$ cat config.mk
export PLATFORM = sky130hd
export DESIGN_NAME = dpCluster
export DESIGN_NICKNAME = d
export VERILOG_FILES = /design/src/design/dpCluster_pkg.sv /design/src/design/controlUnit.sv /design/src/design/aluCore.sv /design/src/design/execLane.sv /design/src/design/issueDispatcher.sv /design/src/design/resultCollector.sv /design/src/design/dpCluster.sv
export VERILOG_INCLUDE_DIRS = /design/src /design/src/include
export SDC_FILE = /design/constraint.sdc
export NUM_CORES = 1
export LEC_CHECK = 0
export BUFFER_PORTS_ARGS = -buffer_cell sky130_fd_sc_hd__buf_2
export CAP_MARGIN = 15
export CORE_ASPECT_RATIO = 2
export CORE_MARGIN = 2
export CORE_UTILIZATION = 23
export DETAILED_ROUTE_END_ITERATION = 16
export MAX_ROUTING_LAYER = met4
export PLACE_DENSITY = 0.46
export SYNTH_ARGS = -nofsm -noshare
export SYNTH_HDL_FRONTEND = slang
export SYNTH_SLANG_ARGS = --single-unit
$ cat constraint.sdc
create_clock -name clk -period 14.71 [get_ports clk]
set_clock_uncertainty 0.2 [all_clocks]
set_input_delay 4.413 -clock clk [delete_from_list [all_inputs] [get_ports clk]]
set_output_delay 4.413 -clock clk [all_outputs]
set_load 0.03 [all_outputs]
$ cat src/include/exec_settings.svh
`ifndef EXEC_SETTINGS_SVH
`define EXEC_SETTINGS_SVH

// Execution lanes behind the bus port
`define NUM_LANES 4

// Operand, result and bus width
`define DATA_WIDTH 32

`endif

$ cat src/design/dpCluster_pkg.sv
`default_nettype none
`include "exec_settings.svh"

package dpCluster_pkg;

    typedef logic [`DATA_WIDTH-1:0]        word_t;      // Operand, result or instruction
    typedef logic [3:0]                    nzcv_t;      // N at the top
    typedef logic [3:0]                    cond_t;
    typedef logic [1:0]                    instClass_t;
    typedef logic [$clog2(`NUM_LANES)-1:0] laneIdx_t;
    typedef logic [15:0]                   status_t;

    localparam instClass_t CLASS_DP     = 2'd0;
    localparam instClass_t CLASS_MEM    = 2'd1;
    localparam instClass_t CLASS_BRANCH = 2'd2;
    localparam instClass_t CLASS_FLOAT  = 2'd3;

    // ARM data-processing opcodes
    typedef enum logic [3:0] {
        ALU_AND, ALU_EOR, ALU_SUB, ALU_RSB,
        ALU_ADD, ALU_ADC, ALU_SBC, ALU_RSC,
        ALU_TST, ALU_TEQ, ALU_CMP, ALU_CMN,
        ALU_ORR, ALU_MOV, ALU_BIC, ALU_MVN
    } aluOp_t;

    typedef enum logic {
        IDLE,
        ACK
    } busState_t;

    // Logical group, no adder involved
    function automatic logic isLogicOp(aluOp_t op);
        return op inside {ALU_AND, ALU_EOR, ALU_TST, ALU_TEQ,
                          ALU_ORR, ALU_MOV, ALU_BIC, ALU_MVN};
    endfunction

endpackage

`default_nettype wire

$ cat src/design/controlUnit.sv
`default_nettype none

module controlUnit import dpCluster_pkg::*; (
    input  word_t      instr,
    output nzcv_t      flagW,
    output logic       pcs,
    output logic       regW,
    output logic       noWrite,
    output logic       aluSrc,
    output aluOp_t     aluCtl,
    output instClass_t instClass
);

    logic [1:0] op;
    logic [5:0] funct;
    logic [3:0] rd;
    logic       branch;
    logic       dpOp;

    assign op        = instr[27:26];
    assign funct     = instr[25:20];
    assign rd        = instr[15:12];
    assign instClass = instClass_t'(op);

    ////////////////////////////////////////////////////////////////////////////
    // Main decoder
    ////////////////////////////////////////////////////////////////////////////
    always_comb begin
        branch = 1'b0;
        regW   = 1'b0;
        aluSrc = 1'b0;
        dpOp   = 1'b0;
        case (op)
            2'b00: begin
                aluSrc = funct[5];
                if (!funct[5] && instr[7:4] == 4'b1001 && instr[24:21] == 4'b0000) begin
                    regW = 1'b0;    // MUL encoding, illegal here
                end else begin
                    regW = 1'b1;
                    dpOp = 1'b1;
                end
            end
            2'b01: begin
                aluSrc = ~funct[5];
                // LDR writes back, STR and the DIV encoding do not
                regW = funct[0] && !(funct == 6'b111111 && instr[7:4] == 4'b1111);
            end
            2'b10: begin
                branch = 1'b1;
                aluSrc = 1'b1;
            end
            default: aluSrc = 1'b0;    // Float
        endcase
    end

    ////////////////////////////////////////////////////////////////////////////
    // ALU decoder
    ////////////////////////////////////////////////////////////////////////////
    always_comb begin
        aluCtl  = ALU_ADD;
        flagW   = 4'b0000;
        noWrite = 1'b0;
        if (dpOp) begin
            aluCtl  = aluOp_t'(funct[4:1]);
            noWrite = funct[4:3] == 2'b10;    // TST TEQ CMP CMN
            if (funct[0]) begin
                flagW = isLogicOp(aluOp_t'(funct[4:1])) ? 4'b1110 : 4'b1111;
            end
        end else if (op == 2'b01) begin
            aluCtl = funct[3] ? ALU_ADD : ALU_SUB;    // U bit
        end
    end

    assign pcs = branch || (rd == 4'd15 && regW);

endmodule

`default_nettype wire

$ cat src/design/aluCore.sv
`default_nettype none
`include "exec_settings.svh"

module aluCore import dpCluster_pkg::*; (
    input  word_t  a,
    input  word_t  b,
    input  aluOp_t op,
    input  logic   cIn,
    output word_t  y,
    output nzcv_t  flags
);

    word_t              addX;
    word_t              addY;
    logic               addC;
    logic [`DATA_WIDTH:0] sum;
    logic               overflow;
    logic               logicOp;

    // Subtraction as x + ~y + 1, carry out means no borrow
    always_comb begin
        addX = a;
        addY = b;
        addC = 1'b0;
        case (op)
            ALU_SUB, ALU_CMP: begin
                addY = ~b;
                addC = 1'b1;
            end
            ALU_RSB: begin
                addX = b;
                addY = ~a;
                addC = 1'b1;
            end
            ALU_ADC: addC = cIn;
            ALU_SBC: begin
                addY = ~b;
                addC = cIn;
            end
            ALU_RSC: begin
                addX = b;
                addY = ~a;
                addC = cIn;
            end
            default: addC = 1'b0;    // ADD CMN
        endcase
    end

    assign sum      = {1'b0, addX} + {1'b0, addY} + {{`DATA_WIDTH{1'b0}}, addC};
    assign overflow = (addX[`DATA_WIDTH-1] == addY[`DATA_WIDTH-1]) &&
                      (sum[`DATA_WIDTH-1] != addX[`DATA_WIDTH-1]);
    assign logicOp  = isLogicOp(op);

    always_comb begin
        case (op)
            ALU_AND, ALU_TST: y = a & b;
            ALU_EOR, ALU_TEQ: y = a ^ b;
            ALU_ORR:          y = a | b;
            ALU_MOV:          y = b;
            ALU_BIC:          y = a & ~b;
            ALU_MVN:          y = ~b;
            default:          y = sum[`DATA_WIDTH-1:0];
        endcase
    end

    // Logical ops keep C, V is never enabled for them
    assign flags = {y[`DATA_WIDTH-1], y == '0,
                    logicOp ? cIn : sum[`DATA_WIDTH],
                    logicOp ? 1'b0 : overflow};

endmodule

`default_nettype wire

$ cat src/design/execLane.sv
`default_nettype none
`include "exec_settings.svh"

module execLane import dpCluster_pkg::*; (
    input  logic    clk,
    input  logic    rstN,
    input  logic    issue,
    input  word_t   instr,
    input  word_t   opA,
    input  word_t   opB,
    output logic    resValid,
    output word_t   result,
    output status_t status
);

    nzcv_t      flags;
    nzcv_t      flagW;
    nzcv_t      aluFlags;
    nzcv_t      flagMask;
    nzcv_t      nextFlags;
    logic       n;
    logic       z;
    logic       c;
    logic       v;
    logic       pcs;
    logic       regW;
    logic       noWrite;
    logic       aluSrc;
    aluOp_t     aluCtl;
    instClass_t instClass;
    cond_t      cond;
    logic       condPass;
    logic       doExec;
    logic       doWrite;
    word_t      immVal;
    word_t      operand2;
    word_t      aluY;
    word_t      nextResult;
    logic [2*`DATA_WIDTH-1:0] immRot;

    controlUnit uControlUnit (
        .instr     (instr),
        .flagW     (flagW),
        .pcs       (pcs),
        .regW      (regW),
        .noWrite   (noWrite),
        .aluSrc    (aluSrc),
        .aluCtl    (aluCtl),
        .instClass (instClass)
    );

    aluCore uAluCore (
        .a     (opA),
        .b     (operand2),
        .op    (aluCtl),
        .cIn   (c),
        .y     (aluY),
        .flags (aluFlags)
    );

    assign {n, z, c, v} = flags;
    assign cond = instr[31:28];

    always_comb begin
        case (cond)
            4'h0:    condPass = z;
            4'h1:    condPass = !z;
            4'h2:    condPass = c;
            4'h3:    condPass = !c;
            4'h4:    condPass = n;
            4'h5:    condPass = !n;
            4'h6:    condPass = v;
            4'h7:    condPass = !v;
            4'h8:    condPass = c && !z;
            4'h9:    condPass = !c || z;
            4'hA:    condPass = n == v;
            4'hB:    condPass = n != v;
            4'hC:    condPass = !z && (n == v);
            4'hD:    condPass = z || (n != v);
            default: condPass = 1'b1;    // AL and 1111
        endcase
    end

    // imm8 rotated right by twice the rotate field
    assign immRot   = {2{word_t'(instr[7:0])}} >> {instr[11:8], 1'b0};
    assign immVal   = immRot[`DATA_WIDTH-1:0];
    assign operand2 = aluSrc ? immVal : opB;

    // regW drops the MUL encoding out of the DP class
    assign doExec     = condPass && instClass == CLASS_DP && regW;
    assign doWrite    = doExec && !noWrite;
    assign flagMask   = doExec ? flagW : 4'b0000;
    assign nextFlags  = (flags & ~flagMask) | (aluFlags & flagMask);
    assign nextResult = doWrite ? aluY : result;

    always_ff @(posedge clk) begin
        if (!rstN) begin
            resValid <= 1'b0;
            flags    <= '0;
            result   <= '0;
        end else begin
            resValid <= issue;
            if (issue) begin
                flags  <= nextFlags;
                result <= nextResult;
            end
        end
    end

    always_ff @(posedge clk) begin
        if (issue) begin
            status <= {nextResult == '0, doExec, instr[15:12], instClass, nextFlags,
                       flagMask != 4'b0000, pcs, doWrite, 1'b1};
        end
    end

endmodule

`default_nettype wire

$ cat src/design/issueDispatcher.sv
`default_nettype none
`include "exec_settings.svh"

module issueDispatcher import dpCluster_pkg::*; (
    input  logic                  clk,
    input  logic                  rstN,
    input  logic                  wbCyc,
    input  logic                  wbStb,
    input  logic                  wbWe,
    input  logic [3:0]            wbAdr,
    input  word_t                 wbDatW,
    output logic                  wbAck,
    output word_t                 wbDatR,
    output logic [`NUM_LANES-1:0] issue,
    output word_t                 instr,
    output word_t                 opA,
    output word_t                 opB,
    output laneIdx_t              rdLane,
    output logic                  rdStatus,
    output logic                  clrDone,
    input  word_t                 rdData
);

    localparam logic [`NUM_LANES-1:0] LANE0 = 1;

    busState_t state;
    logic      request;
    logic      isInstr;
    laneIdx_t  wrLane;

    // Address decode
    assign request  = state == IDLE && wbCyc && wbStb;
    assign isInstr  = wbAdr >= 4'd2 && wbAdr <= 4'd5;
    assign wrLane   = laneIdx_t'(wbAdr - 4'd2);
    assign rdLane   = laneIdx_t'(wbAdr[1:0]);
    assign rdStatus = wbAdr[2];
    assign clrDone  = request && !wbWe && wbAdr[3:2] == 2'b11;

    ////////////////////////////////////////////////////////////////////////////
    // Bus FSM, one ack per request
    ////////////////////////////////////////////////////////////////////////////
    always_ff @(posedge clk) begin
        if (!rstN) begin
            state <= IDLE;
            wbAck <= 1'b0;
            issue <= '0;
        end else begin
            wbAck <= 1'b0;
            issue <= '0;
            case (state)
                IDLE: begin
                    if (request) begin
                        state <= ACK;
                        wbAck <= 1'b1;
                        if (wbWe && isInstr) begin
                            issue <= LANE0 << wrLane;    // Lines up with ack
                        end
                    end
                end
                ACK: state <= IDLE;    // Stb still high from the taken request
            endcase
        end
    end

    // Operands, instruction and read data
    always_ff @(posedge clk) begin
        if (request && wbWe) begin
            if (wbAdr == 4'd0) begin
                opA <= wbDatW;
            end
            if (wbAdr == 4'd1) begin
                opB <= wbDatW;
            end
            if (isInstr) begin
                instr <= wbDatW;
            end
        end
        if (request && !wbWe) begin
            wbDatR <= wbAdr[3] ? rdData : '0;
        end
    end

endmodule

`default_nettype wire

$ cat src/design/resultCollector.sv
`default_nettype none
`include "exec_settings.svh"

module resultCollector import dpCluster_pkg::*; (
    input  logic                                   clk,
    input  logic                                   rstN,
    input  logic [`NUM_LANES-1:0]                  resValid,
    input  logic [`NUM_LANES*`DATA_WIDTH-1:0]      result,
    input  logic [`NUM_LANES*$bits(status_t)-1:0]  status,
    input  laneIdx_t                               rdLane,
    input  logic                                   rdStatus,
    input  logic                                   clrDone,
    output word_t                                  rdData
);

    localparam int SW = $bits(status_t);

    word_t   resReg  [`NUM_LANES];
    status_t statReg [`NUM_LANES];
    word_t   selRes;
    status_t selStat;

    always_ff @(posedge clk) begin
        if (!rstN) begin
            for (int i = 0; i < `NUM_LANES; i++) begin
                resReg[i]  <= '0;
                statReg[i] <= '0;
            end
        end else begin
            for (int i = 0; i < `NUM_LANES; i++) begin
                if (resValid[i]) begin
                    resReg[i]  <= result[i*`DATA_WIDTH +: `DATA_WIDTH];
                    statReg[i] <= status[i*SW +: SW];    // Lane reports done set
                end
                if (clrDone && rdLane == laneIdx_t'(i)) begin
                    statReg[i][0] <= 1'b0;
                end
            end
        end
    end

    // Bypass a lane finishing in the read cycle
    always_comb begin
        if (resValid[rdLane]) begin
            selRes  = result[rdLane*`DATA_WIDTH +: `DATA_WIDTH];
            selStat = status[rdLane*SW +: SW];
        end else begin
            selRes  = resReg[rdLane];
            selStat = statReg[rdLane];
        end
        rdData = rdStatus ? word_t'(selStat) : selRes;
    end

endmodule

`default_nettype wire

$ cat src/design/dpCluster.sv
`default_nettype none
`include "exec_settings.svh"

module dpCluster import dpCluster_pkg::*; (
    input  logic       clk,
    input  logic       rstN,
    input  logic       wbCyc,
    input  logic       wbStb,
    input  logic       wbWe,
    input  logic [3:0] wbAdr,
    input  word_t      wbDatW,
    output word_t      wbDatR,
    output logic       wbAck
);

    localparam int SW = $bits(status_t);

    logic [`NUM_LANES-1:0]             issue;
    logic [`NUM_LANES-1:0]             resValid;
    word_t                             instr;
    word_t                             opA;
    word_t                             opB;
    logic [`NUM_LANES*`DATA_WIDTH-1:0] laneResult;
    logic [`NUM_LANES*SW-1:0]          laneStatus;
    laneIdx_t                          rdLane;
    logic                              rdStatus;
    logic                              clrDone;
    word_t                             rdData;

    issueDispatcher uDispatcher (
        .clk      (clk),
        .rstN     (rstN),
        .wbCyc    (wbCyc),
        .wbStb    (wbStb),
        .wbWe     (wbWe),
        .wbAdr    (wbAdr),
        .wbDatW   (wbDatW),
        .wbAck    (wbAck),
        .wbDatR   (wbDatR),
        .issue    (issue),
        .instr    (instr),
        .opA      (opA),
        .opB      (opB),
        .rdLane   (rdLane),
        .rdStatus (rdStatus),
        .clrDone  (clrDone),
        .rdData   (rdData)
    );

    ////////////////////////////////////////////////////////////////////////////
    // Lanes share instr and operands, one issue line each
    ////////////////////////////////////////////////////////////////////////////
    for (genvar i = 0; i < `NUM_LANES; i++) begin : gLane
        execLane uLane (
            .clk      (clk),
            .rstN     (rstN),
            .issue    (issue[i]),
            .instr    (instr),
            .opA      (opA),
            .opB      (opB),
            .resValid (resValid[i]),
            .result   (laneResult[i*`DATA_WIDTH +: `DATA_WIDTH]),
            .status   (laneStatus[i*SW +: SW])
        );
    end

    resultCollector uCollector (
        .clk      (clk),
        .rstN     (rstN),
        .resValid (resValid),
        .result   (laneResult),
        .status   (laneStatus),
        .rdLane   (rdLane),
        .rdStatus (rdStatus),
        .clrDone  (clrDone),
        .rdData   (rdData)
    );

endmodule

`default_nettype wire

# Yosys cells after proc, flatten, opt, wreduce, memory -nomap -nowiden
# Memories as Yosys holds them, arrays and structs flattened.
# Cells that the tools add are included.
[op_classes]
n_reduce_logical = 101
n_bitwise = 40
muxes = 87
n_shift = 4
add_sub_neg = 6
order_cmp = 3
n_eq_ne = 58
[ops]
columns = ["cell", "count"]
rows = [
  ["$pmux W32 S6", 4],
  ["$mux W32", 11],
  ["$logic_not A32 Y1", 8],
  ["$add A33 B1 Y33", 4],
  ["$shiftx A128 B8 Y32", 1],
  ["$mux W16", 6],
  ["$eq A4 B4 Y1 const B", 22],
  ["$and A32 B32 Y32", 2],
  ["$not A32 Y32", 2],
  ["$pmux W32 S2", 1],
  ["$shiftx A64 B7 Y16", 1],
  ["$pmux W1 S14", 4],
  ["$mux W1", 44],
  ["$logic_and A1 B1 Y1", 40],
  ["$shr A40 B5 Y32", 1],
  ["$add A32 B32 Y33", 1],
  ["$and A4 B4 Y4", 8],
  ["$or A32 B32 Y32", 1],
  ["$xor A32 B32 Y32", 1],
  ["$eq A4 B3 Y1 const B", 7],
  ["$mux W4", 7],
  ["$logic_not A1 Y1", 20],
  ["$eq A4 B1 Y1 const B", 4],
  ["$eq A4 B2 Y1 const B", 4],
  ["27 further kinds", 95],
]
[word_totals]
wordCells = 325
mem_count = 2
inputBits = 41
out_inout_bits = 33
ramBits = 192
regBits = 342
[memory_table]
columns = ["memory", "words", "width", "rd", "rd_ports_with_merged_regs", "wr", "line_no", "text"]
rows = [
  ["uCollector.resReg", 4, 32, 1, 0, 4, "resultCollector.sv:18", "word_t resReg [`NUM_LANES];"],
  ["uCollector.statReg", 4, 16, 1, 0, 4, "resultCollector.sv:19", "status_t statReg [`NUM_LANES];"],
]

# Logic depth before layout (Yosys ltp)
# Gate-level depths: netlist of run 1.
[depth]
ltp_word = 16
depth_mapped = 28
ltp_nobuf = 23

# Modules after synthesis
# Synthesis of run 1 repeated with hierarchy kept, for this count alone.
[unflattened]
cells_unflattened = 5896
hier_area_um2 = 49130.9
[modules_own_cells]
columns = ["module", "seq_area_each_um2", "instances", "cells_per_inst", "area_per_inst_um2"]
rows = [
  ["execLane", 1191.1, 4, 357, 3125.5],
  ["resultCollector", 5765.5, 1, 646, 10347.4],
  ["aluCore at gLane[1].uLane.uAluCore", 0.0, 1, 912, 5509.0],
  ["aluCore at gLane[2].uLane.uAluCore", 0.0, 1, 883, 5271.3],
  ["aluCore at gLane[3].uLane.uAluCore", 0.0, 1, 874, 5265.0],
  ["aluCore at gLane[0].uLane.uAluCore", 0.0, 1, 850, 5182.5],
  ["issueDispatcher", 3943.8, 1, 191, 4332.9],
  ["controlUnit", 0.0, 4, 28, 180.2],
]

# Least setup slack after synthesis of run 1
# Ideal clock, no wire load.
[synth_timing]
path_type = "input-to-reg"
start = "in wbAdr[0]"
end = "reg uDispatcher.opA[0] (enable)"
setup_time_ps = 501
stages = 5
setup_slack_ps = 5496
path_buffers = 4
arrival_time_ps = 8512
required_ps = 14009
path_cell_list = "clkbuf_1 -> buf_1 -> clkbuf_1 -> clkbuf_1 -> nor4_1"
[synth_between]
elab_chain_cells = 2
[synth_lines]
columns = ["element", "line_no", "text"]
rows = [
  ["start, declared", "dpCluster.sv:10", "input logic [3:0] wbAdr,"],
  ["$logic_not A4 Y1", "issueDispatcher.sv:68", "if (wbAdr == 4'd0) begin"],
  ["$reduce_and A2 Y1 (no line)", "-", ""],
  ["end signal, assigned", "issueDispatcher.sv:69", "opA <= wbDatW;"],
  ["end, declared", "issueDispatcher.sv:16", "output word_t opA,"],
]
# No other way between the ends.
# A chain may end at the register's enable or synchronous reset.

# Worst setup path in the final report of run 1
[layout_timing]
start = "reg uDispatcher.instr[27]"
end = "reg gLane[3].uLane.status[15] (data pin)"
[layout_between]
elab_chain_cells = 11
elab_cells_between_ends = 47
cone_classes = "add/sub (2); eq/ne (15); mux (12); bitwise (5); reduce/logical (13)"
[layout_lines]
columns = ["element", "line_no", "text"]
rows = [
  ["start, declared", "issueDispatcher.sv:15", "output word_t instr,"],
  ["start signal, assigned", "issueDispatcher.sv:75", "instr <= wbDatW;"],
  ["$eq A2 B1 Y1 / $logic_not A2 Y1 (equally long branches)", "controlUnit.sv:33, controlUnit.sv:69, execLane.sv:90", ""],
  ["$mux W3 / $mux W1 (equally long branches)", "controlUnit.sv:69, controlUnit.sv:33", ""],
  ["$mux W4", "controlUnit.sv:63", "if (dpOp) begin"],
  ["$eq A4 B3 Y1, or another cell as far along", "aluCore.sv:25", "case (op)"],
  ["$reduce_or A3 Y1 (no line) / $reduce_or A2 Y1 (equally long branches)", "-", ""],
  ["$pmux W32 S2 / $mux W32 (equally long branches)", "aluCore.sv:25", ""],
  ["$add A32 B32 Y33", "aluCore.sv:49", "assign sum = {1'b0, addX} + {1'b0, addY} + {{`DATA_WIDTH{1'b0}}, addC};"],
  ["$add A33 B1 Y33", "aluCore.sv:49", ""],
  ["$pmux W32 S6", "aluCore.sv:55", "case (op)"],
  ["$mux W32 (*)", "execLane.sv:94", "assign nextResult = doWrite ? aluY : result;"],
  ["$logic_not A32 Y1 (*)", "execLane.sv:112", "status <= {nextResult == '0, doExec, instr[15:12], instClass, nextFlags,"],
  ["end signal, assigned", "execLane.sv:112", ""],
  ["end, declared", "execLane.sv:13", "output status_t status"],
]
# Every way passes the cells marked *; elsewhere a longest branch is shown, timed or not.

==> impl_results.md, run 1 <==
- Outcome: complete, no violations
- Ports: 74
- Max FO, Critical Path: 26
- CP startpoint: uDispatcher.instr[27]
- Initial detailed-routing violation count: 2358
- EDFF count, synth: about 380
- Yosys reg bits: 529
- Most common flop cell mapped by yosys: edfxtp_1
- RSZ-0062 raised after global routing: no
- Ys Warns: 0
- Top-area cell type share of the netlist area: 0.320
- Clk slew on worst S/H paths: approximately 0.070 ns
- PwrDens: 83.4 nW/um2
- Die Footprint: 157000 um2
- Vias in the first global route: ~31000
- Resize count post-CTS: 0
- Worst reg2reg path depth: 21
- Avg Cell Area, Syn: 9.78 um2
- Die W: 281 um
- Maximum vdd drop: 0.0000897 V
- DP Cell Count: 5583
- Global-route wire length before repair: 255000 um
- Cell area after layout: 40000 um2
- Post-route setup TNS: 0 ns
- CTS tree: built
- Wire per inst: about 33 um
- Hold Path Class: flip-flop to flip-flop
- DRC: 0
- Clock tree buffer depth: 3
- 1st-pass router iterations: 5
- Remaining antenna violation count: 0
- Sequential fraction of the synthesis area: 0.407
- Crit path to: gLane[3].uLane.status[15]
- Slew margin rel.: 0.163
- Core Region: 153000 um2
- Gate Count Post-Synth: approximately 3600
- Crit Reg-Reg Endpoint: gLane[3].uLane.status[15]
- Area leader, netlist: edfxtp_1
- Grt ovf: 0
- Row count: 203
- # hold bufs at CTS: 0
- Die Y: approximately 560 um
- Final hold vios: 0
- Final WL: 186000 um
- Share of cells above drive strength 1: 0.146
- HPWL after DPL: 147000 um
- Final setup fails: 0
- Nets: 3765
- FFs w/ async S/R, synth: 0
- H-tree Lvls: 2
- Port bufs: 73
- Number of buffers created by CTS: 51
- Data arrival, critical path: roughly 10 ns
- MaxCap Viol Count: 0
- Crit path required time: 14.99 ns
- Routability cong.: roughly 1
- Post-DP Area: ~38000 um2
- CP Launch Type: flip-flop
- Distinct cells, synth: roughly 110
- Largest net degree at the start of global routing: 100
- Mapped Nets: 3784
- Area growth from synthesis to layout: 13.5%
- Initial antenna violation count: 7
- Worst-skew pair later-pin latency: 0.70 ns
- Via/cell ratio: roughly 5.4
- Final non-filler cell total: about 5700
- Via count: 30700
- Worst Setup Path Type: flip-flop to flip-flop
- Leak: 14.5 nW
- Clock Sinks: 529
- Fmax: 99.6 MHz
- GRT Total Usage: 0.241
- Fin crit share: 0.683
- Worst path cell trace: or3_1 -> nand2_1 -> a2bb2oi_1 -> inv_1 -> mux2i_1 -> o21ai_0 -> inv_1 -> fa_1 -> and2b_1 -> o21ai_1 -> xnor2_1 -> nand3_1 -> or4_1 -> or4_4 -> mux2i_1 -> a31oi_1 -> a211o_1 -> nor3_1 -> nand3b_1 -> nor4_1 -> nor4b_2
- Tmin final: 10.04 ns
- Netlist Area Pre-Place: 35300 um2
- Critical-path top delay cell: nor3_1
- R2r setup slk: 4.67 ns
- Slew @ Worst Pin: 1.26 ns
- Critical path capture point type: flip-flop
- Max Slew Vio Count: 0
- Post-CTS setup repair buffer count: 0
- Starting Density: 0.231
- Root buffer cell: clkbuf_16
- Synth area leaders: edfxtp_1, dfxtp_1, mux4_2
- CP max stage delay: 0.91 ns
- R2R Path Start: uDispatcher.instr[27]
[layout by cell type, fill, tap and decap left out, drive strengths merged, types with 15 or more instances in the layout]
master,n
clkbuf,69
nand4,51
a22oi,15
inv,110
dfxtp,153
nand3,86
o21ai,208
buf,199
a21o,34
a21oi,136
mux2i,120
edfxtp,376
mux4,112
clkinv,17
and3,220
and2,58
o31ai,23
o211ai,37
o22ai,23
nand2b,26
mux2,20
nand2,235
o21a,25
nor2b,15
or4,18
a211oi,74
xor2,24
or3,33
ha,136
a221oi,23
nor4,78
xnor2,89
a311oi,18
a31oi,38
nor2,347
nor3,138
or2,18
[cells by family after synthesis]
| kind of cell | Yosys count | share of synthesized area |
|---|---|---|
| XOR/XNOR | 114 | 0.0289 |
| multiplexers | 252 | 0.112 |
| flip-flops | 529 | 0.407 |
| adder cells (fa/ha/maj) | 137 | 0.0488 |
| buffers and inverters | 376 | 0.0410 |
| AO/OA/AOI/OAI | 809 | 0.156 |
| AND/OR/NAND/NOR | 1389 | 0.206 |
[where the power goes]
part | leakage (nW) | switching [mW] | internal [mW] | total (mW)
logic | 8.82 | 0.240 | 0.104 | 0.344
clock network | 0.837 | 0.646 | 0.725 | 1.37
registers | 4.89 | 0.0100 | 1.61 | 1.62
total | 14.5 | 0.897 | 2.44 | 3.34
[final cells by class]
| cell class | count | area, um2 |
|---|---|---|
| diodes | 13 | 32.5 |
| clock buffers | 69 | 1460 |
| clock inverters | 26 | 233 |
| fillers | 16300 | 113000 |
| inverters | 104 | 393 |
| multi-input cells | 2701 | 19600 |
| flip-flops and latches | 529 | 14400 |
| well taps | 2050 | 2560 |
| repair buffers | 200 | 1340 |
[Yosys cell counts, types with 20 or more instances]
cell type	number
nand3_1	84
mux2i_1	120
and3_1	219
a21o_1	34
a221oi_1	23
mux4_2	112
o31ai_1	21
dfxtp_1	153
nor2_1	347
o22ai_1	23
or3_1	33
edfxtp_1	376
and2_1	54
xor2_1	24
mux2_2	20
o21a_1	24
a31oi_1	38
ha_1	136
nor3_1	136
nand4_1	51
nand2_1	235
clkbuf_1	228
o21ai_0	199
xnor2_1	88
nand2b_1	26
buf_1	24
a211oi_1	70
nor4_1	72
a21oi_1	133
o211ai_1	36
inv_1	100
[stage by stage]
stage / worst slack [ns] / power (mW) / utilization / hold slack, ns
after floorplan: 5.50 / 1.85 / - / 0.266
after global placement: 4.52 / 2.00 / 0.251 / 0.294
after detailed placement: 5.25 / 2.00 / 0.251 / 0.305
after CTS: 5.21 / 3.36 / 0.262 / 0.314
after global routing: 4.06 / 3.43 / 0.262 / 0.341
final: 4.67 / 3.34 / 0.262 / 0.317
[worst min-delay path by stage]
stage	from	to	slack [ns]	cells after the start
2_1_floorplan	gLane[1].uLane.result[17]	gLane[1].uLane.result[17]	0.27	2
6_report	gLane[2].uLane.result[30]	gLane[2].uLane.result[30]	0.32	2
3_5_place_dp	gLane[2].uLane.result[30]	gLane[2].uLane.result[30]	0.30	2
3_3_place_gp	gLane[2].uLane.result[30]	gLane[2].uLane.result[30]	0.29	2
4_1_cts	gLane[2].uLane.result[30]	gLane[2].uLane.result[30]	0.31	2
5_1_grt	gLane[0].uLane.result[31]	gLane[0].uLane.result[31]	0.34	2
[worst max-delay path, delay by kind of cell (launching register included)]
| kind | cells | cell delay [ns] |
|---|---|---|
| muxes | 2 | 0.55 |
| buffers and inverters | 2 | 0.25 |
| and+or+nand+nor | 10 | 5.26 |
| DFF | 1 | 0.88 |
| adders and majority gates | 1 | 0.46 |
| xor gates and xnor gates | 1 | 0.58 |
| AOI/OAI and AO/OA | 5 | 1.60 |
[metal layers]
| metal | part of all wire | vias up | global-route usage |
|---|---|---|---|
| li1 | - | 13700 | - |
| met1 | 0.31 | 15200 | 0.209 |
| met2 | 0.52 | 1200 | 0.436 |
| met3 | 0.039 | 590 | 0.0313 |
| met4 | 0.13 | 0 | 0.244 |
| met5 | 0 | - | - |
[flip-flops by register name, indices dropped and copies added (netlist names), 16 cells and up]
signal / flops
gLane.uLane.result: 128
uCollector.resReg: 128
uCollector.statReg: 64
gLane.uLane.status: 60
uDispatcher.opA: 32
uDispatcher.opB: 32
uDispatcher.wbDatR: 32
uDispatcher.instr: 28
gLane.uLane.flags: 16
(Power assumes the default switching activity.)
==> run 2: changes to the inputs <==
Clock period 14.71 ns to 9.97 ns, I/O delays scaled along.
==> impl_results.md, run 2 (synthesized netlist as in run 1, its figures left out) <==
- Buf/Inv on CP: 4 (+2)
- Sequential power share: 0.479 (-0.007)
- Util after Layout: 0.263 (+0.00132)
- Share of cells above drive strength 1: 0.150 (+0.00393)
- Final WL: 186000 um (+0.16%)
- Psw: 1.36 mW (+51%)
- Remaining antenna violation count: 0 (unchanged)
- Initial detailed-routing violation count: 2311 (-2.0%)
- CP startpoint: uDispatcher.instr[23]
- Max FO, Critical Path: 17 (-35%)
- Die Footprint: 157000 um2 (unchanged)
- Tmin final: 9.07 ns (-0.971 ns)
- Slew margin rel.: 0.188 (+0.0253)
- Clock tree buffer depth: 3 (unchanged)
- Comb pwr share: 0.102 (about the same)
- CP top delay family: simple AND/OR/NAND/NOR gates
- Most frequent cells in the layout: edfxtp_1, nor2_1, nand2_1
- Outcome: complete, no violations
- 1st-pass router iterations: 7 (+2)
- Slew @ Worst Pin: 1.21 ns (-0.0419 ns)
- Crit path to: gLane[3].uLane.status[6]
- H-tree Lvls: 2 (unchanged)
- Maximum vdd drop: 0.000143 V (+59%)
- Pre-CTS setup slack: 1.32 ns (-3.94 ns)
- Largest net degree at the start of global routing: 99 (-1.0%)
- Die Y: 558 um (unchanged)
- P_int: 3.64 mW (+49%)
- Final Worst Setup Slack: 0.901 ns (-3.77 ns)
- Nets: 3789 (+0.64%)
- Hold slack final: 0.314 ns (-0.00316 ns)
- Crit path required time: 10.29 ns (-4.70 ns)
- Worst Setup Path Type: flip-flop to flip-flop
- Vias in the first global route: 31000 (-0.70%)
- Core Region: 153000 um2 (unchanged)
- Leak: 14.7 nW (+0.80%)
- Clock Sinks: 529 (unchanged)
- Root buffer cell: clkbuf_16
- Final non-filler cell total: 5715 (+0.40%)
- Grt ovf: 0 (unchanged)
- Post-CTS setup repair buffer count: 0 (unchanged)
- Cell count along the critical path: 22 (+4.8%)
- Critical-path top delay cell: nor4bb_1
- Worst path cell trace: nor4bb_1 -> nor2_2 -> nor2_1 -> buf_4 -> mux2i_1 -> o21ai_0 -> inv_1 -> fa_1 -> and2b_1 -> o21ai_1 -> xnor2_1 -> nand3_1 -> buf_4 -> or4_1 -> o21ai_0 -> buf_4 -> a31oi_1 -> a21oi_1 -> and3_1 -> nand4_1 -> nor4_1 -> a31o_2
- Wire per inst: 32.5 um (-0.24%)
- Max Slew Vio Count: 0 (unchanged)
- Clk pwr share: 0.419 (+0.008)
- Ports: 74 (unchanged)
- Critical path capture point type: flip-flop
- Fmax: 110 MHz (+11%)
- Starting Density: 0.231 (unchanged)
- Final setup fails: 0 (unchanged)
- Via count: 30700 (+0.062%)
- Clk slew on worst S/H paths: 0.07 ns (about the same)
- R2r setup slk: 0.90 ns (-3.77 ns)
- Number of buffers created by CTS: 51 (unchanged)
- HPWL after DPL: 146000 um (-0.32%)
- Via/cell ratio: 5.38 (-0.34%)
- DRC: 0 (unchanged)
- R2R Path Start: uDispatcher.instr[23]
- Hold Path Class: flip-flop to flip-flop
- Data arrival, critical path: 9.39 ns (-0.93 ns)
- Row count: 203 (unchanged)
- CP max stage delay: 0.78 ns (-0.13 ns)
- Global-route wire length before repair: 254000 um (-0.28%)
- Sw Share: 0.271 (+0.00242)
- Final hold vios: 0 (unchanged)
- Die W: 281 um (unchanged)
- Area growth from synthesis to layout: 14.1%
- Resize count post-CTS: 0 (unchanged)
- Initial antenna violation count: 10 (+3)
- Post-route setup TNS: 0 ns (unchanged)
- Top flop regs: gLane.uLane.result (128), uCollector.resReg (128), uCollector.statReg (64)
- CP Launch Type: flip-flop
- Fin crit share: 0.910 (+0.227)
- MaxCap Viol Count: 0 (unchanged)
- Worst-skew pair later-pin latency: 0.71 ns (about the same)
- RSZ-0062 raised after global routing: no
- # hold bufs at CTS: 0 (unchanged)
- Port bufs: 73 (unchanged)
- GRT Total Usage: 0.242 (+0.000733)
- Worst reg2reg path depth: 22 (+4.8%)
- Routability cong.: 1.00 (-1.3%)
- Crit Reg-Reg Endpoint: gLane[3].uLane.status[6]
- DP Cell Count: 5607 (+0.43%)
- CTS tree: built
- Most common cell after layout, fill and taps aside: edfxtp_1
- Most Frequent Cell on Critical Path: buf_4
- PwrDens: 124 nW/um2 (+49%)
[run 2: changes by cell type in the layout (fill, tap and decap cells not counted), moves of 3 or more]
cell | previous run | this run
bufinv_16 | 1 | 5
buf_4 | 122 | 150
clkbuf_1 | 9 | 16
buf_2 | 73 | 70
inv_4 | 4 | 1
clkbuf_8 | 7 | 2
[run 2: worst min-delay path by stage]
stage	start	endpoint	cells after the start
2_1_floorplan	gLane[1].uLane.result[17]	gLane[1].uLane.result[17]	2
3_3_place_gp	gLane[1].uLane.result[0]	gLane[1].uLane.result[0]	2
3_5_place_dp	gLane[1].uLane.result[0]	gLane[1].uLane.result[0]	2
4_1_cts	gLane[1].uLane.result[0]	gLane[1].uLane.result[0]	2
5_1_grt	gLane[2].uLane.result[30]	gLane[2].uLane.result[30]	2
6_report	gLane[1].uLane.result[0]	gLane[1].uLane.result[0]	2
[run 2: final cells by class]
| type | instances | area, um2 |
|---|---|---|
| Antenna cell | 11 | 27.5 |
| Clock buffer | 69 | 1360 |
| Tap cell | 2050 | 2560 |
| Multi-Input combinational cell | 2701 | 19600 |
| Sequential cell | 529 | 14400 |
| Fill cell | 16200 | 112000 |
| Inverter | 104 | 393 |
| Timing Repair Buffer | 224 | 1520 |
| Clock inverter | 27 | 338 |
[run 2: stage by stage]
stage,power (mW),area [um2]
floorplan,2.73,35300
global placement,2.95,38500
detailed placement,2.95,38500
CTS,5.04,40200
global route,5.14,40200
finish,5.00,40200
[run 2: worst min-delay path: cells and delay by family (launching register included)]
kind            cells  cell delay (ns)
flops               1             0.34
compound gates      1             0.06
simple gates        1             0.07
[run 2: power groups by stage]
stage / Combinational, mW / Sequential, mW / Clock (mW)
finish: 0.510 / 2.39 / 2.10
global route: 0.534 / 2.40 / 2.21
CTS: 0.507 / 2.39 / 2.14
detailed placement: 0.505 / 2.44 / 0
global placement: 0.506 / 2.44 / 0
floorplan: 0.288 / 2.44 / 0
[run 2: routing by layer]
layer | up-vias | routed length (um) | track usage
met4 | 0 | 23400 | 0.242
met1 | 15300 | 57600 | 0.209
li1 | 13800 | - | -
met3 | 575 | 7130 | 0.0346
met5 | - | 0 | -
met2 | 1118 | 97900 | 0.437
